`src/common/conv_consts.svh`:
```
`ifndef CONV_CONSTS_SVH
`define CONV_CONSTS_SVH

////////////////////////////////////////////////////
// Datapath sizes
////////////////////////////////////////////////////

// One input sample or filter tap
`define CONV_DATA_W       16

// Product and running partial sum
`define CONV_PSUM_W       32

// Longest kernel the window registers can hold
`define CONV_MAX_KERNEL   5

// Result FIFO entries
`define CONV_FIFO_DEPTH   4

////////////////////////////////////////////////////
// APB register offsets
////////////////////////////////////////////////////

// Kernel size, write resets both fill counts
`define CONV_ADDR_CFG     5'h00
// Push one filter tap
`define CONV_ADDR_FLTR    5'h04
// Push one input sample
`define CONV_ADDR_IFMAP   5'h08
// Pop one partial sum
`define CONV_ADDR_RESULT  5'h0C
// Fill levels and busy flag
`define CONV_ADDR_STATUS  5'h10

`endif

```
`src/common/apb_pkg.sv`:
```
`include "conv_consts.svh"

package apb_pkg;

    // Register select, taken straight from PADDR
    // Offsets outside this set read as zero
    typedef enum logic [4:0] {
        REG_CFG    = `CONV_ADDR_CFG,
        REG_FLTR   = `CONV_ADDR_FLTR,
        REG_IFMAP  = `CONV_ADDR_IFMAP,
        REG_RESULT = `CONV_ADDR_RESULT,
        REG_STATUS = `CONV_ADDR_STATUS
    } conv_reg_e;

    // STATUS word, msb first
    // fifo_count sits in the low bits
    typedef struct packed {
        // Unused, read as zero
        logic [25:0] rsvd;
        // K taps written since the last CFG
        logic        filter_full;
        // K samples written since the last CFG
        logic        window_full;
        // MAC pass still in flight
        logic        busy;
        // Results waiting in the FIFO
        logic [2:0]  fifo_count;
    } conv_status_t;

endpackage

```
`src/common/pe_pkg.sv`:
```
`include "conv_consts.svh"

package pe_pkg;

    // Signed sample or tap
    typedef logic signed [`CONV_DATA_W-1:0] pe_data_t;

    // Signed product, also the accumulator word
    // Sums wrap modulo 2^32
    typedef logic signed [`CONV_PSUM_W-1:0] pe_psum_t;

    // Kernel size, 1 up to CONV_MAX_KERNEL
    typedef logic [2:0] pe_ksize_t;

    // Controller states
    // IDLE   window empty
    // FILL   window partly loaded
    // READY  window holds K samples
    // PASS   rotating the window through the MAC
    typedef enum logic [1:0] {
        IDLE,
        FILL,
        READY,
        PASS
    } pe_state_t;

endpackage

```
`src/hdl/conv_regs.sv`:
```
`timescale 1ns/1ps
`include "conv_consts.svh"

module conv_regs import pe_pkg::*, apb_pkg::*; (
    input  logic        clk,
    input  logic        rstn,
    input  logic        psel,
    input  logic        penable,
    input  logic        pwrite,
    input  logic [4:0]  paddr,
    input  logic [31:0] pwdata,
    output logic [31:0] prdata,
    output logic        pready,
    output logic        pslverr,
    output logic        tap_push,
    output logic        sample_push,
    output logic        clear,
    output pe_ksize_t   kernel_size,
    output pe_data_t    push_data,
    input  logic        busy,
    input  logic        window_full,
    input  logic        filter_full,
    input  logic        psum_valid,
    input  pe_psum_t    psum
);

    localparam int FIFO_AW = $clog2(`CONV_FIFO_DEPTH);

    conv_reg_e          reg_sel;
    conv_status_t       status;
    logic               access;
    logic               wr;
    logic               rd;
    logic               k_ok;
    logic               ifmap_stall;
    logic               pop;
    logic               fifo_full;
    logic               fifo_empty;
    logic [2:0]         fifo_count;
    logic [FIFO_AW-1:0] wr_ptr;
    logic [FIFO_AW-1:0] rd_ptr;
    pe_psum_t           fifo_mem [`CONV_FIFO_DEPTH];

    ////////////////////////////////////////////////////
    // APB decode
    ////////////////////////////////////////////////////

    assign reg_sel = conv_reg_e'(paddr);
    assign access  = psel && penable;

    // While busy the owed result is not in fifo_count yet,
    // so a new pass waits for it to land
    assign ifmap_stall = busy || fifo_full;

    // Only IFMAP writes ever wait
    assign pready = access && !(pwrite && reg_sel == REG_IFMAP && ifmap_stall);

    // Completed transfers
    assign wr = pready && pwrite;
    assign rd = pready && !pwrite;

    // Legal kernel sizes
    assign k_ok = (pwdata != 32'd0) && (pwdata <= `CONV_MAX_KERNEL);

    // One-cycle strobes into the PE
    assign tap_push    = wr && reg_sel == REG_FLTR && !filter_full;
    assign sample_push = wr && reg_sel == REG_IFMAP;
    assign clear       = wr && reg_sel == REG_CFG && k_ok;
    assign push_data   = pe_data_t'(pwdata[`CONV_DATA_W-1:0]);

    assign pop = rd && reg_sel == REG_RESULT && !fifo_empty;

    // Bad accesses still complete, nothing changes
    assign pslverr = pready && (
        (!pwrite && reg_sel == REG_RESULT && fifo_empty) ||
        (pwrite && reg_sel == REG_CFG && !k_ok) ||
        (pwrite && reg_sel == REG_FLTR && filter_full));

    // K comes up as 1
    always_ff @(posedge clk or negedge rstn) begin
        if (!rstn) begin
            kernel_size <= 3'd1;
        end else if (clear) begin
            kernel_size <= pe_ksize_t'(pwdata[2:0]);
        end
    end

    ////////////////////////////////////////////////////
    // Result FIFO
    ////////////////////////////////////////////////////

    // Stall rule keeps room for every strobe
    always_ff @(posedge clk) begin
        if (psum_valid) begin
            fifo_mem[wr_ptr] <= psum;
        end
    end

    // Depth is a power of two, pointers wrap on their own
    always_ff @(posedge clk or negedge rstn) begin
        if (!rstn) begin
            wr_ptr     <= '0;
            rd_ptr     <= '0;
            fifo_count <= '0;
        end else begin
            if (psum_valid) begin
                wr_ptr <= wr_ptr + 1'b1;
            end
            if (pop) begin
                rd_ptr <= rd_ptr + 1'b1;
            end
            case ({psum_valid, pop})
                2'b10:   fifo_count <= fifo_count + 3'd1;
                2'b01:   fifo_count <= fifo_count - 3'd1;
                default: fifo_count <= fifo_count;
            endcase
        end
    end

    assign fifo_full  = (fifo_count == `CONV_FIFO_DEPTH);
    assign fifo_empty = (fifo_count == 3'd0);

    ////////////////////////////////////////////////////
    // Read data
    ////////////////////////////////////////////////////

    always_comb begin
        status             = '0;
        status.fifo_count  = fifo_count;
        status.busy        = busy;
        status.window_full = window_full;
        status.filter_full = filter_full;
    end

    // Head of the FIFO shows up in the same access phase
    always_comb begin
        prdata = '0;
        if (psel && !pwrite) begin
            case (reg_sel)
                REG_CFG:    prdata = 32'(kernel_size);
                REG_RESULT: prdata = fifo_empty ? '0 : fifo_mem[rd_ptr];
                REG_STATUS: prdata = status;
                default:    prdata = '0;
            endcase
        end
    end

    // A PE strobe into a full FIFO means the stall rule slipped
    a_fifo_no_overflow: assert property (
        @(posedge clk) disable iff (!rstn)
        psum_valid |-> (!fifo_full || pop)
    ) else $error("result FIFO overflow");

endmodule

```
`src/hdl/conv_top.sv`:
```
`timescale 1ns/1ps

module conv_top import pe_pkg::*; (
    input  logic        clk,
    input  logic        rstn,
    input  logic        psel,
    input  logic        penable,
    input  logic        pwrite,
    input  logic [4:0]  paddr,
    input  logic [31:0] pwdata,
    output logic [31:0] prdata,
    output logic        pready,
    output logic        pslverr
);

    // Register block to PE
    logic      tap_push;
    logic      sample_push;
    logic      clear;
    pe_ksize_t kernel_size;
    pe_data_t  push_data;
    // PE back to register block
    logic      busy;
    logic      window_full;
    logic      filter_full;
    logic      psum_valid;
    pe_psum_t  psum;

    conv_regs u_regs (
        .clk         (clk),
        .rstn        (rstn),
        .psel        (psel),
        .penable     (penable),
        .pwrite      (pwrite),
        .paddr       (paddr),
        .pwdata      (pwdata),
        .prdata      (prdata),
        .pready      (pready),
        .pslverr     (pslverr),
        .tap_push    (tap_push),
        .sample_push (sample_push),
        .clear       (clear),
        .kernel_size (kernel_size),
        .push_data   (push_data),
        .busy        (busy),
        .window_full (window_full),
        .filter_full (filter_full),
        .psum_valid  (psum_valid),
        .psum        (psum)
    );

    pe u_pe (
        .clk         (clk),
        .rstn        (rstn),
        .tap_push    (tap_push),
        .sample_push (sample_push),
        .clear       (clear),
        .kernel_size (kernel_size),
        .push_data   (push_data),
        .busy        (busy),
        .window_full (window_full),
        .filter_full (filter_full),
        .psum_valid  (psum_valid),
        .psum        (psum)
    );

endmodule

```
`src/pe/pe.sv`:
```
`timescale 1ns/1ps

module pe import pe_pkg::*; (
    input  logic      clk,
    input  logic      rstn,
    input  logic      tap_push,
    input  logic      sample_push,
    input  logic      clear,
    input  pe_ksize_t kernel_size,
    input  pe_data_t  push_data,
    output logic      busy,
    output logic      window_full,
    output logic      filter_full,
    output logic      psum_valid,
    output pe_psum_t  psum
);

    logic     rotate;
    logic     acc_first;
    pe_data_t fltr_tap;
    pe_data_t ifmap_smp;
    // Product pipe and accumulator
    pe_psum_t prod_s1;
    pe_psum_t prod_s2;
    pe_psum_t acc_q;
    pe_psum_t acc_sum;

    ////////////////////////////////////////////////////
    // Window registers
    ////////////////////////////////////////////////////

    // Taps in write order, w[0] comes out first
    tap_shifter u_fltr (
        .clk    (clk),
        .rstn   (rstn),
        .load   (tap_push),
        .rotate (rotate),
        .depth  (kernel_size),
        .din    (push_data),
        .dout   (fltr_tap)
    );

    // Last K samples, oldest comes out first
    tap_shifter u_ifmap (
        .clk    (clk),
        .rstn   (rstn),
        .load   (sample_push),
        .rotate (rotate),
        .depth  (kernel_size),
        .din    (push_data),
        .dout   (ifmap_smp)
    );

    pe_ctrl u_ctrl (
        .clk         (clk),
        .rstn        (rstn),
        .tap_push    (tap_push),
        .sample_push (sample_push),
        .clear       (clear),
        .kernel_size (kernel_size),
        .rotate      (rotate),
        .acc_first   (acc_first),
        .busy        (busy),
        .window_full (window_full),
        .filter_full (filter_full),
        .psum_valid  (psum_valid)
    );

    ////////////////////////////////////////////////////
    // MAC
    ////////////////////////////////////////////////////

    // Signed 16x16, two register stages
    always_ff @(posedge clk) begin
        prod_s1 <= fltr_tap * ifmap_smp;
        prod_s2 <= prod_s1;
    end

    // First product of a pass restarts the sum
    assign acc_sum = acc_first ? prod_s2 : acc_q + prod_s2;

    // Junk in the first two busy cycles is overwritten by acc_first
    always_ff @(posedge clk) begin
        if (busy) begin
            acc_q <= acc_sum;
        end
    end

    // Final sum leaves with the strobe, then sits in acc_q
    assign psum = psum_valid ? acc_sum : acc_q;

endmodule

```
`src/pe/pe_ctrl.sv`:
```
`timescale 1ns/1ps
`include "conv_consts.svh"

module pe_ctrl import pe_pkg::*; (
    input  logic      clk,
    input  logic      rstn,
    input  logic      tap_push,
    input  logic      sample_push,
    input  logic      clear,
    input  pe_ksize_t kernel_size,
    output logic      rotate,
    output logic      acc_first,
    output logic      busy,
    output logic      window_full,
    output logic      filter_full,
    output logic      psum_valid
);

    pe_state_t state;
    pe_ksize_t tap_cnt;
    pe_ksize_t win_cnt;
    pe_ksize_t step;
    logic      start;
    logic      last_step;
    // Pass markers, aligned with the two multiplier stages
    logic      first_d1;
    logic      first_d2;
    logic      last_d1;
    logic      last_d2;

    assign rotate    = (state == PASS);
    assign last_step = rotate && (step == kernel_size - 3'd1);

    // This push completes the window
    assign start = sample_push && !rotate && (win_cnt + 3'd1 >= kernel_size);

    ////////////////////////////////////////////////////
    // Fill counts
    ////////////////////////////////////////////////////

    // Saturate at K, later pushes just slide the window
    always_ff @(posedge clk or negedge rstn) begin
        if (!rstn) begin
            tap_cnt <= '0;
            win_cnt <= '0;
        end else if (clear) begin
            tap_cnt <= '0;
            win_cnt <= '0;
        end else begin
            if (tap_push && tap_cnt < kernel_size) begin
                tap_cnt <= tap_cnt + 3'd1;
            end
            if (sample_push && win_cnt < kernel_size) begin
                win_cnt <= win_cnt + 3'd1;
            end
        end
    end

    assign window_full = (win_cnt == kernel_size);
    assign filter_full = (tap_cnt == kernel_size);

    ////////////////////////////////////////////////////
    // Pass FSM
    ////////////////////////////////////////////////////

    always_ff @(posedge clk or negedge rstn) begin
        if (!rstn) begin
            state <= IDLE;
            step  <= '0;
        end else if (clear) begin
            state <= IDLE;
            step  <= '0;
        end else begin
            case (state)
                IDLE, FILL, READY: begin
                    if (start) begin
                        state <= PASS;
                        step  <= '0;
                    end else if (sample_push) begin
                        state <= FILL;
                    end
                end
                PASS: begin
                    // K rotations, window order restored at the end
                    if (last_step) begin
                        state <= READY;
                        step  <= '0;
                    end else begin
                        step <= step + 3'd1;
                    end
                end
                default: state <= IDLE;
            endcase
        end
    end

    // Follow the products down the multiplier pipe
    always_ff @(posedge clk or negedge rstn) begin
        if (!rstn) begin
            first_d1 <= 1'b0;
            first_d2 <= 1'b0;
            last_d1  <= 1'b0;
            last_d2  <= 1'b0;
        end else begin
            first_d1 <= rotate && (step == '0);
            first_d2 <= first_d1;
            last_d1  <= last_step;
            last_d2  <= last_d1;
        end
    end

    assign acc_first  = first_d2;
    assign psum_valid = last_d2;
    // Rotation plus the two drain cycles
    assign busy = rotate || last_d1 || last_d2;

    ////////////////////////////////////////////////////
    // Checks
    ////////////////////////////////////////////////////

    // The APB side must hold IFMAP writes off during a pass
    a_no_push_busy: assert property (
        @(posedge clk) disable iff (!rstn)
        !(sample_push && busy)
    ) else $error("sample push while PE busy");

    // CFG range check lives in the register block
    a_ksize_range: assert property (
        @(posedge clk) disable iff (!rstn)
        kernel_size >= 3'd1 && kernel_size <= `CONV_MAX_KERNEL
    ) else $error("kernel size out of range");

    // One result per pass, passes are at least K+2 apart
    a_valid_gap: assert property (
        @(posedge clk) disable iff (!rstn)
        (psum_valid && kernel_size > 3'd1) |=> !psum_valid
    ) else $error("back to back psum_valid");

endmodule

```
`src/pe/tap_shifter.sv`:
```
`timescale 1ns/1ps
`include "conv_consts.svh"

module tap_shifter import pe_pkg::*; (
    input  logic      clk,
    input  logic      rstn,
    input  logic      load,
    input  logic      rotate,
    input  pe_ksize_t depth,
    input  pe_data_t  din,
    output pe_data_t  dout
);

    // slot[0] oldest, slot[depth-1] newest
    pe_data_t slot [`CONV_MAX_KERNEL];
    pe_data_t feed;

    // Load takes new data, rotate recirculates the oldest
    assign feed = load ? din : slot[0];

    ////////////////////////////////////////////////////
    // Window register
    ////////////////////////////////////////////////////

    // Both ops move every live entry one step toward slot 0
    // Entries above depth-1 stay untouched
    always_ff @(posedge clk) begin
        if (load || rotate) begin
            for (int i = 0; i < `CONV_MAX_KERNEL - 1; i++) begin
                if (i < int'(depth) - 1) begin
                    slot[i] <= slot[i + 1];
                end
            end
            // Newest position takes the feed word
            slot[depth - 3'd1] <= feed;
        end
    end

    // Oldest first, so a full rotation walks the window in order
    assign dout = slot[0];

    ////////////////////////////////////////////////////
    // Checks
    ////////////////////////////////////////////////////

    // A push in the middle of a pass would shear the window
    a_no_load_in_rotate: assert property (
        @(posedge clk) disable iff (!rstn)
        !(load && rotate)
    ) else $error("tap_shifter load during rotate");

endmodule

```
`config.mk`:
```
export PLATFORM = sky130hd
export DESIGN_NAME = conv_top
export DESIGN_NICKNAME = d
export VERILOG_FILES = /design/src/common/apb_pkg.sv /design/src/common/pe_pkg.sv /design/src/hdl/conv_regs.sv /design/src/hdl/conv_top.sv /design/src/pe/pe.sv /design/src/pe/pe_ctrl.sv /design/src/pe/tap_shifter.sv
export VERILOG_INCLUDE_DIRS = /design/src /design/src/common
export SDC_FILE = /design/constraint.sdc
export NUM_CORES = 1
export LEC_CHECK = 0
export BUFFER_PORTS_ARGS = -buffer_cell sky130_fd_sc_hd__buf_2
export CORE_MARGIN = 3
export CORE_UTILIZATION = 60
export CTS_CLUSTER_SIZE = 30
export DETAILED_ROUTE_END_ITERATION = 12
export PLACE_DENSITY_LB_ADDON = 0.1
export SLEW_MARGIN = 40
export SYNTH_ARGS = -nofsm -noshare
export SYNTH_HDL_FRONTEND = slang
export SYNTH_SLANG_ARGS = --single-unit
```
`constraint.sdc`:
```
create_clock -name clk -period 7.3 [get_ports clk]
set_input_delay 0.365 -clock clk [delete_from_list [all_inputs] [get_ports clk]]
set_output_delay 0.365 -clock clk [all_outputs]
set_load 0.01 [all_outputs]
```
==> impl_metrics.tcl <==
set metrics [dict create \
    coreArea_um2 45800 \
    grt_pass1_wl_um 96700 \
    drt-pass1-iter-count 6 \
    synth.most_common_cell "inv_1" \
    clk_pin_slew_ns 0.07 \
    register_area_um2 11500 \
    hold_viol_final 0 \
    p_leak_nw 12.7 \
    synth_top_area_cell "edfxtp_1" \
    critPathMaxFanout 17 \
    hp-class "in -> reg" \
    routed_wl_um 59300 \
    insertion_delay_ns 0.59 \
    r2r-end "u_pe.prod_s1[30]" \
    fp.dieH_um 222 \
    clk_path_buf_depth 3 \
    cts_sinks 409 \
    ir_drop_v 0.000202 \
    overflow 0 \
    swShare 0.255 \
    fin_tns_setup_ns 0 \
    rsz0062_at_grt "no" \
    area_delta_synth_final_pct 8.99 \
    syn-instance-count 2421 \
    worst_pin_slew_ns 0.799 \
    yosys_warnings 0 \
    io_buffers 75 \
    worstSetupStartpointType "register" \
    postRouteAntennaNets 0 \
    gr-usage-all-layers 0.245 \
    ys_async_sr_fraction 0.0611 \
    finalCritPeriodShare 0.942 \
    yosysUniqueCellTypes 80 \
    antenna_found_initial 0 \
    first_global_vias 18100 \
    cts_max_level 2 \
    hpwl_um 43600 \
    io_pins 76 \
    synth_common_cells "368 x inv_1, 320 x edfxtp_1, 264 x fa_1" \
    rows 78 \
    n_antenna_cell 0 \
    fin_worst_skew_ns 0.0301 \
    max_cap_viol_count 0 \
    synth_edf_count 320 \
    clock-root-buffer "clkbuf_16" \
    synth_top_flop_cell "edfxtp_1" \
    cts_tree "yes" \
    drive_above_1_share 0.144 \
    path_class "reg -> reg" \
    grt_start_max_net_pins 79 \
    fin_crit_ns 6.88 \
    avgSynthCellArea_um2 11.6 \
    die_area_um2 49300 \
    multi_input_area_um2 14800 \
    cts_made_buffers 43 \
    via_count 17700 \
    p_sw_mw 1.40 \
    hold_start "pwdata[0]" \
    required_ns 7.82 \
    synth_top_cell_area_share 0.343 \
    die_width_um 222 \
    nNetsFinal 2930 \
    synthesis.nets 2859 \
    synth-seq-area-share 0.411 \
    power_density_nw_per_um2 180 \
    worstRegToRegCells 21 \
    avgViaCountPerCell 5.66 \
    hold_end "u_regs.kernel_size[0]" \
    fill_cells 3412 \
    instances_no_fill 3123 \
    hold_path_depth 3 \
    status "finished, final reports clean" \
    dp.cells 3046 \
    finalSetupViolCount 0 \
    synth.area.top_cells "edfxtp_1 34%, fa_1 19%, ha_1 5.9%, inv_1 4.9%, dfxtp_1 4.6%" \
    ys_ff_latch 409 \
    timing.rr.start "u_pe.u_ifmap.slot[0][5]" \
    routabilityCongestion 0.863 \
    drtIter0Drc 1320 \
    drcViolationCount 0 \
    clkPwrFrac 0.385 \
    share_comb_of_total_power 0.131 \
    worstPathArrival_ns 7.40 \
    crit_path_end_kind "register" \
    wl_per_cell_um 19.0 \
    r2r_slack_ns 0.42 \
    slew_headroom 0.468 \
    start_util 0.612 \
    p_int_mw 4.10 \
    synth.cell_area_um2 28000 \
    slew_violations 0 \
    fmax_mhz 145 \
    p_seq_frac 0.484 \
]
==> through the flow <==
stage / hold WS, ns / power [mW] / setup slack [ns] / utilization / instance area [µm²]
floorplan: 0.0694 / 3.23 / 0.878 / - / 28000
global placement: 0.310 / 3.41 / 0.479 / 0.635 / 29100
detailed placement: 0.312 / 3.42 / 0.407 / 0.637 / 29100
CTS: 0.0319 / 5.54 / 0.412 / 0.667 / 30500
global route: 0.0897 / 5.74 / 0.0721 / 0.667 / 30500
finish: 0.0664 / 5.50 / 0.422 / 0.667 / 30500
==> area by class of cell <==
type / instances / share of cell area
Clock buffer: 55 / 0.0372
Clock inverter: 21 / 0.00738
Multi-Input combinational cell: 1552 / 0.485
Tap cell: 600 / 0.0246
Sequential cell: 409 / 0.378
Inverter: 368 / 0.0453
Timing Repair Buffer: 118 / 0.0230
==> cells in the final DEF, fill, tap and decap left out, types with 6 or more instances in the layout <==
cell type	count
inv_1	368
edfxtp_1	320
fa_1	264
nand2_1	208
and2_1	137
ha_1	132
nor2_1	111
a21oi_1	106
mux2_2	97
o21ai_0	92
buf_2	75
dfxtp_1	64
xnor2_1	48
clkbuf_16	43
buf_4	42
nor2b_1	35
mux4_2	32
a21o_1	26
nor3_1	25
xor2_1	24
mux2i_1	22
dfrtp_1	22
nand3_1	20
nand2b_1	12
mux2_4	11
nor2_4	10
clkbuf_1	9
nand4_1	8
and3_1	8
nor4_1	7
o21a_1	6
==> worst max-delay path, cell delays in order (launching register included) <==
cell,delay [ns]
edfxtp_1,0.62
and2_1,0.29
fa_1,0.50
inv_1,0.05
fa_1,0.56
fa_1,0.45
fa_1,0.49
inv_1,0.05
fa_1,0.52
inv_1,0.05
fa_1,0.53
inv_1,0.04
ha_1,0.36
a21o_1,0.21
a21o_1,0.19
a2111oi_2,0.36
o41ai_1,0.15
a221oi_2,0.62
o311ai_1,0.19
a31o_2,0.26
a21oi_1,0.17
xnor2_1,0.14
==> flip-flops by register name (all words and copies together) (netlist names), 3 cells and up <==
signal,count
u_pe.u_ctrl.tap_cnt,3
u_pe.prod_s1,32
u_regs.fifo_mem,128
u_pe.u_ctrl.step,3
u_regs.kernel_size,3
u_regs.fifo_count,3
u_pe.u_ifmap.slot,80
u_pe.acc_q,32
u_pe.prod_s2,32
u_pe.u_ctrl.win_cnt,3
u_pe.u_fltr.slot,80
==> metal layers <==
| metal | vias to the layer above | global-route usage | part of all wire |
|---|---|---|---|
| met2 | 513 | 0.409 | 0.49 |
| li1 | 8231 | - | - |
| met5 | - | 0 | 0 |
| met1 | 8856 | 0.341 | 0.43 |
| met3 | 91 | 0.0364 | 0.058 |
| met4 | 0 | 0.0630 | 0.023 |
==> timing repair <==
| item | 4_1_cts | 5_1_grt |
|---|---|---|
| hold endpoints to repair | 24 | 0 |
| hold buffers | 1 | 0 |
| gates resized for setup | 0 | 0 |
| buffers inserted | 0 | 0 |
==> how the worst max path moves through the flow <==
stage	from	endpoint	cells after the start
finish	u_pe.u_ifmap.slot[0][5]	u_pe.prod_s1[30]	21
global route	u_pe.u_ifmap.slot[0][8]	u_pe.prod_s1[31]	20
CTS	u_pe.u_ifmap.slot[0][5]	u_pe.prod_s1[30]	21
detailed placement	u_pe.u_ifmap.slot[0][5]	u_pe.prod_s1[30]	21
global placement	u_pe.u_ifmap.slot[0][5]	u_pe.prod_s1[30]	21
floorplan	u_pe.u_ifmap.slot[0][3]	u_pe.prod_s1[31]	23
==> power groups by stage <==
stage | Sequential, mW | Combinational [mW] | Clock (mW)
floorplan | 2.68 | 0.553 | 0
global route | 2.67 | 0.812 | 2.26
finish | 2.66 | 0.722 | 2.12
global placement | 2.71 | 0.697 | 0
detailed placement | 2.71 | 0.712 | 0
CTS | 2.66 | 0.717 | 2.16
==> kinds of logic (layout without fill, tap and decap cells) <==
logic type               Yosys count  after routing  synth area share
buffers and inverters            460            562            0.0633
XOR/XNOR                          72             72            0.0225
flip-flops                       409            409             0.411
multiplexers                     162            162            0.0785
AO/OA/AOI/OAI                    305            305            0.0679
AND/OR/NAND/NOR                  617            617             0.108
adder cells (fa/ha/maj)          396            396             0.248
Power figures use the tool's default switching activity.
